[src/design/ems_ports_pkg.sv]
// EMS and printer port definitions for the XT chipset block
// Widths, port addresses, window bases and the bus structs
`default_nettype none

package ems_ports_pkg;

    // Widths with a meaning
    typedef logic [19:0] cpu_addr_t;
    typedef logic [7:0]  cpu_data_t;
    typedef logic [5:0]  page_addr_t;
    typedef logic [6:0]  ems_map_t;
    typedef logic [1:0]  slot_index_t;
    typedef logic [1:0]  window_sel_t;

    localparam int EMS_SLOTS = 4;

    // I/O port addresses
    localparam logic [15:0] EMS_PORT_BASE = 16'h0260;
    localparam logic [15:0] LPT_DATA_PORT = 16'h0378;

    // High nibble of the EMS window base
    localparam logic [3:0] WINDOW_BASE_A = 4'hA;
    localparam logic [3:0] WINDOW_BASE_C = 4'hC;
    localparam logic [3:0] WINDOW_BASE_D = 4'hD;

    // EMS write data classes
    localparam cpu_data_t EMS_DISABLE_CODE = 8'hFF;
    localparam cpu_data_t EMS_MAP_LIMIT    = 8'h80;

    // Address bits 9..5 for the DMA chip selects
    localparam logic [4:0] DMA_CTRL_SEL = 5'b00000;
    localparam logic [4:0] DMA_PAGE_SEL = 5'b00100;

    localparam cpu_data_t READ_IDLE = 8'hFF;
    localparam cpu_data_t LPT_RESET = 8'hFF;

    typedef struct packed {
        cpu_addr_t address;
        cpu_data_t data;
        logic      io_read_n;
        logic      io_write_n;
        logic      memory_read_n;
        logic      memory_write_n;
        logic      address_enable_n;
    } cpu_bus_t;

    typedef struct packed {
        logic        strobe;
        slot_index_t index;
        ems_map_t    map;
        logic        enable;
    } ems_write_t;

    typedef struct packed {
        ems_map_t map;
        logic     enable;
    } slot_state_t;

    typedef struct packed {
        logic ems_read;
        logic lpt_read;
        logic lpt_write;
    } port_access_t;

endpackage

`default_nettype wire

[src/design/ems_io_decoder.sv]
// EMS I/O decoder
// Qualifies CPU bus cycles, drives the DMA chip selects and port strobes,
// and turns EMS port writes into registered slot commands
`timescale 1ns/1ps
`default_nettype none

module ems_io_decoder
    import ems_ports_pkg::*;
(
    input  logic         clock,
    input  logic         reset,
    input  cpu_bus_t     bus_i,
    input  logic         ems_enabled_i,
    output logic         dma_chip_select_n_o,
    output logic         dma_page_chip_select_n_o,
    output port_access_t access_o,
    output ems_write_t   ems_write_o,
    output logic         mem_cycle_o,
    output page_addr_t   page_addr_o
);

    logic        io_request;
    logic        io_cycle;
    logic        ems_port_hit;
    logic        lpt_port_hit;
    logic        ems_port_write;
    logic        data_disable;
    logic        data_map;
    logic        cmd_strobe;
    slot_index_t cmd_index;
    ems_map_t    cmd_map;
    logic        cmd_enable;

    assign io_request = ~bus_i.io_read_n | ~bus_i.io_write_n;
    assign io_cycle   = io_request & ~bus_i.address_enable_n;

    // DMA controller at 000h..01Fh, page register at 080h..09Fh
    assign dma_chip_select_n_o      = ~(io_cycle && bus_i.address[9:5] == DMA_CTRL_SEL);
    assign dma_page_chip_select_n_o = ~(io_cycle && bus_i.address[9:5] == DMA_PAGE_SEL);

    // EMS registers at 260h..263h
    assign ems_port_hit = bus_i.address[15:2] == EMS_PORT_BASE[15:2];
    assign lpt_port_hit = bus_i.address[15:0] == LPT_DATA_PORT;

    always_comb begin
        access_o.ems_read  = ems_enabled_i & ~bus_i.address_enable_n
                             & ~bus_i.io_read_n & ems_port_hit;
        access_o.lpt_read  = ~bus_i.address_enable_n & ~bus_i.io_read_n & lpt_port_hit;
        access_o.lpt_write = ~bus_i.address_enable_n & ~bus_i.io_write_n & lpt_port_hit;
    end

    // Writes reach the slots whether or not EMS read-back is enabled
    assign ems_port_write = ~bus_i.address_enable_n & ~bus_i.io_write_n & ems_port_hit;

    assign data_disable = bus_i.data == EMS_DISABLE_CODE;
    assign data_map     = bus_i.data < EMS_MAP_LIMIT;

    always_ff @(posedge clock, posedge reset) begin
        if (reset) begin
            cmd_strobe <= 1'b0;
        end else begin
            // 80h..FEh leave the slot alone
            cmd_strobe <= ems_port_write & (data_disable | data_map);
        end
    end

    always_ff @(posedge clock) begin
        cmd_index <= bus_i.address[1:0];
        if (data_disable) begin
            cmd_map    <= 7'h7F;
            cmd_enable <= 1'b0;
        end else begin
            cmd_map    <= bus_i.data[6:0];
            cmd_enable <= 1'b1;
        end
    end

    always_comb begin
        ems_write_o.strobe = cmd_strobe;
        ems_write_o.index  = cmd_index;
        ems_write_o.map    = cmd_map;
        ems_write_o.enable = cmd_enable;
    end

    // Memory request with no I/O strobe active
    assign mem_cycle_o = ~io_request & (~bus_i.memory_read_n | ~bus_i.memory_write_n);
    assign page_addr_o = bus_i.address[19:14];

endmodule

`default_nettype wire

[src/design/ems_page_slot.sv]
// EMS page slot
// One page mapping register with the hit detector for its 16 KB window
`timescale 1ns/1ps
`default_nettype none

module ems_page_slot
    import ems_ports_pkg::*;
#(
    parameter int SLOT = 0
) (
    input  logic        clock,
    input  logic        reset,
    input  ems_write_t  ems_write_i,
    input  logic        mem_cycle_i,
    input  page_addr_t  page_addr_i,
    input  window_sel_t window_sel_i,
    output slot_state_t state_o,
    output logic        hit_o
);

    localparam slot_index_t SLOT_INDEX = slot_index_t'(SLOT);

    logic [3:0] window_base;
    page_addr_t slot_page;

    always_ff @(posedge clock, posedge reset) begin
        if (reset) begin
            state_o <= '0;
        end else if (ems_write_i.strobe && ems_write_i.index == SLOT_INDEX) begin
            state_o.map    <= ems_write_i.map;
            state_o.enable <= ems_write_i.enable;
        end
    end

    // Settings 2 and 3 both select D0000h
    always_comb begin
        case (window_sel_i)
            2'd0:    window_base = WINDOW_BASE_A;
            2'd1:    window_base = WINDOW_BASE_C;
            default: window_base = WINDOW_BASE_D;
        endcase
    end

    // Slot k covers base + k * 16 KB
    assign slot_page = {window_base, SLOT_INDEX};
    assign hit_o     = mem_cycle_i & state_o.enable & (page_addr_i == slot_page);

endmodule

`default_nettype wire

[src/design/ems_readback_unit.sv]
// EMS and printer read-back unit
// Holds the printer data latch and registers the byte returned to the CPU
`timescale 1ns/1ps
`default_nettype none

module ems_readback_unit
    import ems_ports_pkg::*;
(
    input  logic         clock,
    input  logic         reset,
    input  cpu_bus_t     bus_i,
    input  port_access_t access_i,
    input  slot_state_t  slots_i [EMS_SLOTS],
    output cpu_data_t    data_bus_out_o,
    output logic         data_valid_o
);

    cpu_data_t   lpt_data;
    slot_state_t read_slot;
    cpu_data_t   ems_byte;

    // Printer data latch
    always_ff @(posedge clock, posedge reset) begin
        if (reset) begin
            lpt_data <= LPT_RESET;
        end else if (access_i.lpt_write) begin
            lpt_data <= bus_i.data;
        end
    end

    // Slot picked by the low address bits
    assign read_slot = slots_i[bus_i.address[1:0]];

    always_comb begin
        if (read_slot.enable) begin
            ems_byte = {1'b0, read_slot.map};
        end else begin
            ems_byte = READ_IDLE;
        end
    end

    // EMS ports win over the printer port
    always_ff @(posedge clock, posedge reset) begin
        if (reset) begin
            data_bus_out_o <= '0;
            data_valid_o   <= 1'b0;
        end else if (access_i.ems_read) begin
            data_bus_out_o <= ems_byte;
            data_valid_o   <= 1'b1;
        end else if (access_i.lpt_read) begin
            data_bus_out_o <= lpt_data;
            data_valid_o   <= 1'b1;
        end else begin
            data_bus_out_o <= '0;
            data_valid_o   <= 1'b0;
        end
    end

endmodule

`default_nettype wire

[src/design/xt_ems_ports.sv]
// XT chipset EMS and printer ports
// Packs the CPU bus and connects the decoder, four EMS page slots
// and the read-back unit
`timescale 1ns/1ps
`default_nettype none

module xt_ems_ports
    import ems_ports_pkg::*;
(
    input  logic                 clock,
    input  logic                 reset,
    input  cpu_addr_t            address_i,
    input  cpu_data_t            data_i,
    input  logic                 io_read_n_i,
    input  logic                 io_write_n_i,
    input  logic                 memory_read_n_i,
    input  logic                 memory_write_n_i,
    input  logic                 address_enable_n_i,
    input  logic                 ems_enabled_i,
    input  window_sel_t          ems_window_i,
    output logic                 dma_chip_select_n_o,
    output logic                 dma_page_chip_select_n_o,
    output logic [EMS_SLOTS-1:0] ems_hit_o,
    output cpu_data_t            data_bus_out_o,
    output logic                 data_valid_o
);

    cpu_bus_t     bus;
    port_access_t access;
    ems_write_t   ems_write;
    logic         mem_cycle;
    page_addr_t   page_addr;
    slot_state_t  slot_state [EMS_SLOTS];

    always_comb begin
        bus.address          = address_i;
        bus.data             = data_i;
        bus.io_read_n        = io_read_n_i;
        bus.io_write_n       = io_write_n_i;
        bus.memory_read_n    = memory_read_n_i;
        bus.memory_write_n   = memory_write_n_i;
        bus.address_enable_n = address_enable_n_i;
    end

    ems_io_decoder i_ems_io_decoder (
        .clock                    (clock),
        .reset                    (reset),
        .bus_i                    (bus),
        .ems_enabled_i            (ems_enabled_i),
        .dma_chip_select_n_o      (dma_chip_select_n_o),
        .dma_page_chip_select_n_o (dma_page_chip_select_n_o),
        .access_o                 (access),
        .ems_write_o              (ems_write),
        .mem_cycle_o              (mem_cycle),
        .page_addr_o              (page_addr)
    );

    for (genvar k = 0; k < EMS_SLOTS; k++) begin : g_slot
        ems_page_slot #(
            .SLOT (k)
        ) i_ems_page_slot (
            .clock        (clock),
            .reset        (reset),
            .ems_write_i  (ems_write),
            .mem_cycle_i  (mem_cycle),
            .page_addr_i  (page_addr),
            .window_sel_i (ems_window_i),
            .state_o      (slot_state[k]),
            .hit_o        (ems_hit_o[k])
        );
    end

    ems_readback_unit i_ems_readback_unit (
        .clock          (clock),
        .reset          (reset),
        .bus_i          (bus),
        .access_i       (access),
        .slots_i        (slot_state),
        .data_bus_out_o (data_bus_out_o),
        .data_valid_o   (data_valid_o)
    );

endmodule

`default_nettype wire

[config.mk]
export PLATFORM = sky130hd
export DESIGN_NAME = xt_ems_ports
export DESIGN_NICKNAME = d
export VERILOG_FILES = /design/src/design/ems_ports_pkg.sv /design/src/design/ems_io_decoder.sv /design/src/design/ems_page_slot.sv /design/src/design/ems_readback_unit.sv /design/src/design/xt_ems_ports.sv
export SDC_FILE = /design/constraint.sdc
export NUM_CORES = 1
export LEC_CHECK = 0
export ABC_AREA = 1
export BUFFER_PORTS_ARGS = -buffer_cell sky130_fd_sc_hd__buf_2
export CAP_MARGIN = 30
export CORE_UTILIZATION = 60
export CTS_CLUSTER_DIAMETER = 50
export CTS_CLUSTER_SIZE = 40
export DETAILED_ROUTE_END_ITERATION = 7
export HOLD_SLACK_MARGIN = 0.03
export PLACE_DENSITY = 0.85
export SYNTH_ARGS = -nofsm -noshare
export SYNTH_HDL_FRONTEND = slang
export SYNTH_HIERARCHICAL = 1
export SYNTH_SLANG_ARGS = --single-unit
[constraint.sdc]
create_clock -name clock -period 2.8 [get_ports clock]
set_input_delay 0.42 -clock clock [delete_from_list [all_inputs] [get_ports clock]]
set_output_delay 0.42 -clock clock [all_outputs]
set_load 0.01 [all_outputs]
* Word level (Yosys, flattened, before mapping)
Cells that the tools add are included.
** Storage, ports and cells
- Bits in registers :: 60
- Logic and storage cells :: 79
** Cells by class
- Mux-type cells :: 10
- Reductions and logical operators :: 9
- Equal/unequal tests :: 12
- Bitwise gates (word level) :: 31
- Order comparisons :: 2
** Operators with widths (count)
- 8-bit two-way mux :: 5
- 6-bit equality test :: 4
- 1-bit AND :: 19
- 8-bit binary-select mux with 2-bit select :: 1
- 16-bit by 10-bit equality test with 1-bit output (second input constant) :: 1
- 14-bit by 8-bit equality test with 1-bit output (second input constant) :: 1
- 8-bit equality test (second input constant) :: 1
- 8-bit < comparator (second input constant) :: 1
- 1-bit NOT :: 8
- 1-bit logical AND :: 6
- 3-bit one-hot mux with 2 select lines :: 1
- 5-bit by 3-bit equality test with 1-bit output (second input constant) :: 1
- 5-bit logical NOT :: 1
- 2-bit by 1-bit equality test with 1-bit output (second input constant) :: 2
- 2-bit equality test (second input constant) :: 2
- 2-bit logical NOT :: 2
- 3-bit >= comparator (second input constant) :: 1
- 1-bit two-way mux :: 3
- 2-bit NOT with 3-bit output :: 1
- 1-bit bitwise OR :: 3

* Longest topological paths before layout
- Depth after elaboration :: 6
- Mapped depth :: 10

* Hierarchy
The synthesis kept the hierarchy.
** Modules (own cells, without submodules)
- ems_readback_unit :: area each 934.6 µm², times used 1, cells each 110
- ems_page_slot (g_slot[1].i_ems_page_slot ...) :: area each 420.4 µm², times used 2, cells each 48
- ems_io_decoder :: area each 540.5 µm², times used 1, cells each 76
- ems_page_slot (g_slot[3].i_ems_page_slot) :: area each 427.9 µm², times used 1, cells each 51
- ems_page_slot (g_slot[0].i_ems_page_slot) :: area each 405.4 µm², times used 1, cells each 50

* Worst setup path after synthesis
No wires, ideal clock.
- Kind :: input to register
- Start point :: input address_i[11]
- End point :: register i_ems_readback_unit.lpt_data[0]
- Arrival :: 1.445 ns
- Data required time :: 2.718 ns
- Stages on the path :: 6
- Path buffers :: 1
- Setup slack :: 1.273 ns
- Cell sequence :: or2_4 > nor2_4 > nand3_2 > nor2_1 > buf_2 > mux2_2
** RTL lines
- start, declared :: RTL line xt_ems_ports.sv:12 : input cpu_addr_t address_i,
- end signal, assigned :: RTL line ems_readback_unit.sv:27 : lpt_data <= bus_i.data;
- end, declared :: RTL line ems_readback_unit.sv:18 : cpu_data_t lpt_data;

==> results.sh <==
export IMPL_cp_cell_sequence="buf_2 > or2_4 > nor2_4 > nand2_1 > nor2_1 > nor2_2 > nand2_1 > nand3_1"
export IMPL_rsz0062_at_grt="no"
export IMPL_synth_area_um2=3149
export IMPL_seq_area_frac_synth_pct=46.40
export IMPL_firstDrtPassIters=4
export IMPL_crit_path_end_kind="flip-flop"
export IMPL_tightest_slew_ns=0.7707
export IMPL_most_common_layout_cells="113 x nand2_1, 52 x buf_2, 45 x inv_1"
export IMPL_clkSinkCount=60
export IMPL_hold_viol_final=0
export IMPL_syn_to_final_growth_pct=13.15
export IMPL_drv_cap=0
export IMPL_slowest_delay_ns=0.59
export IMPL_htreeDepth=3
export IMPL_crit_type="in -> reg"
export IMPL_syn_inst=383
export IMPL_clock_latency_ns=0.34
export IMPL_drive_above_1_share_pct=30.21
export IMPL_syn_num_nets=421
export IMPL_routedWlPerCell_um=12.91
export IMPL_postSynth_asyncResetShare_pct=83.33
export IMPL_overflow=0
export IMPL_drv_slew=0
export IMPL_fin_skew_ns=0.008098
export IMPL_maxSlewHeadroom_pct=48.43
export IMPL_ys_ff_latch=60
export IMPL_use_met1_pct=27.68
export IMPL_leakage_uw=0.001894
export IMPL_tns_ns=0
export IMPL_drt_total_wl_mm=6.415
export IMPL_grt_use_met2_pct=42.64
export IMPL_yosys_most_used_dff="dfrtp_1"
export IMPL_post_cts_buffers=0
export IMPL_drc=0
export IMPL_synth_edf_count=0
export IMPL_ant_nets=0
export IMPL_grt_most_used_layer="met2"
export IMPL_worstPathRequired_ns=3.01
export IMPL_min_path_type="in -> reg"
export IMPL_fp_row_count=26
export IMPL_postSynthAreaPerCell_um2=8.223
export IMPL_track_usage_pct=25.14
export IMPL_root_buffer="clkbuf_8"
export IMPL_ir_drop_mv=0.4270
export IMPL_first_iter_violations=114
export IMPL_antennaDiodeCount=0
export IMPL_grt_pass1_vias=2352
export IMPL_met3_usage_pct=5.962
export IMPL_cpMaxStageDelayCell="nor2_1"
export IMPL_nFillCells=405
export IMPL_layout_nets=460
export IMPL_status="finished clean"
export IMPL_setup_viol=0
export IMPL_post_drt_via_cell_ratio=5.072
export IMPL_cp_start_kind="primary input"
export IMPL_start_util_pct=62.06
export IMPL_p_per_area_nw_per_um2=535.5
export IMPL_die_y_um=74.45
export IMPL_post_dp_cell_area_um2=3317
export IMPL_cp_max_fo=10
export IMPL_period_needed_ns=1.774
export IMPL_arrival_ns=1.98
export IMPL_dp_hpwl_mm=4.775
export IMPL_io_buffer_count=52
export IMPL_final_area_um2=3563
export IMPL_synth_cell_type_count=33
export IMPL_coreArea_um2=5075
export IMPL_cts_tree="yes"
export IMPL_ios=53
export IMPL_cpMostUsedCell="nand2_1"
export IMPL_fmax_mhz=563.7
export IMPL_final_common_cell="nand2_1"
export IMPL_antenna_found_initial=0
export IMPL_post_route_period_util_pct=63.36
export IMPL_dieWidth_um=74.45
export IMPL_synth_warnings=6
export IMPL_clock_path_buffers=2
export IMPL_clk_pin_slew_ns=0.07
export IMPL_via_count=2521
export IMPL_place_congestion=0.7816
export IMPL_grt_start_max_net_pins=20
export IMPL_cts_buffers=9
export IMPL_dieArea_um2=5543
export IMPL_grt_pass1_wl_mm=9.998
[critical path: cells and delay by family]
family,cells,cell delay (ns)
buffers and inverters,1,0.10
and+or+nand+nor,7,1.47
[per-stage QoR]
stage	hold slack, ns	worst slack (ns)	power (uW)	cells	util (%)
after floorplan	0.1487	1.273	983.7	383	-
after global placement	0.3177	0.7729	1020	480	65.36
after detailed placement	0.3187	0.7083	1024	480	65.36
after CTS	0.1933	1.024	1924	497	70.22
after global routing	0.2027	0.8564	1973	497	70.22
final	0.2055	1.026	1908	497	70.22
[power breakdown]
group / leakage, uW / internal (uW) / switching (uW)
logic: 0.00102 / 43.4 / 80.5
clock network: 0.000116 / 574 / 326
registers: 0.000754 / 873 / 11.6
[per-layer routing]
metal	up-vias	wire (um)
met2	76	3269
met5	-	0
met1	1169	2538
met4	0	257
met3	22	349
li1	1254	-
[path summary, 6_finish.rpt]
path	depth (start not counted)	end	from	slack, ns
setup / recovery	8	i_ems_readback_unit/data_bus_out_o[4]	address_i[11]	1.03
hold / removal	1	i_ems_io_decoder/cmd_map[1]	data_i[1]	0.21
setup reg to reg	3	g_slot[3].i_ems_page_slot/state_o[0]	i_ems_io_decoder/cmd_strobe	1.36
hold reg to reg	2	g_slot[0].i_ems_page_slot/state_o[4]	g_slot[0].i_ems_page_slot/state_o[4]	0.48
max in group asynchronous	3	i_ems_readback_unit/data_bus_out_o[3]	reset	1.66
min in group asynchronous	3	i_ems_io_decoder/cmd_strobe	reset	0.52
[cell families after synthesis]
| group | after synthesis | synth area share [%] |
|---|---|---|
| and+or+nand+nor | 207 | 30.19 |
| AOI/OAI and AO/OA | 35 | 8.939 |
| muxes | 8 | 2.861 |
| DFF | 60 | 46.40 |
| buffers and inverters | 73 | 11.60 |
[state kept, by name (all words and copies together) (netlist names)]
register / count
i_ems_readback_unit/data_valid_o: 1
i_ems_io_decoder/cmd_map: 7
i_ems_readback_unit/lpt_data: 8
i_ems_io_decoder/cmd_strobe: 1
i_ems_readback_unit/data_bus_out_o: 8
i_ems_io_decoder/cmd_index: 2
i_ems_io_decoder/cmd_enable: 1
g_slot.i_ems_page_slot/state_o: 32
[cell usage after synthesis (3+ instances only)]
| master | n | area share (%) |
|---|---|---|
| nand2_2 | 5 | 0.99 |
| inv_1 | 45 | 5.4 |
| o21a_1 | 4 | 0.95 |
| mux2_2 | 8 | 2.9 |
| buf_6 | 7 | 2.5 |
| buf_2 | 3 | 0.48 |
| nand2_1 | 113 | 13 |
| a21oi_2 | 3 | 0.83 |
| dfrtp_1 | 42 | 33 |
| nor2_1 | 31 | 3.7 |
| o21ai_0 | 3 | 0.48 |
| dfstp_2 | 8 | 6.7 |
| nand3_1 | 42 | 6.7 |
| buf_4 | 8 | 1.9 |
| clkbuf_1 | 7 | 0.83 |
| dfxtp_1 | 10 | 6.4 |
| o21ai_2 | 22 | 6.1 |
| nor2_2 | 4 | 0.79 |
[repair_timing]
action                    CTS  global route
gates resized for setup     0             0
hold endpoints to repair    1             0
hold buffers                1             0
[final cells by class]
class                           count  area [um2]  share of cell area, %
Sequential cell                    60        1461                  41.01
Timing Repair Buffer               53       270.3                  7.584
Inverter                           48       185.2                  5.197
Tap cell                           70       87.58                  2.458
Clock inverter                      3       67.56                  1.896
Multi-Input combinational cell    250        1323                  37.11
Clock buffer                       13       168.9                  4.740
No activity file was read; power rests on OpenSTA's default activity.
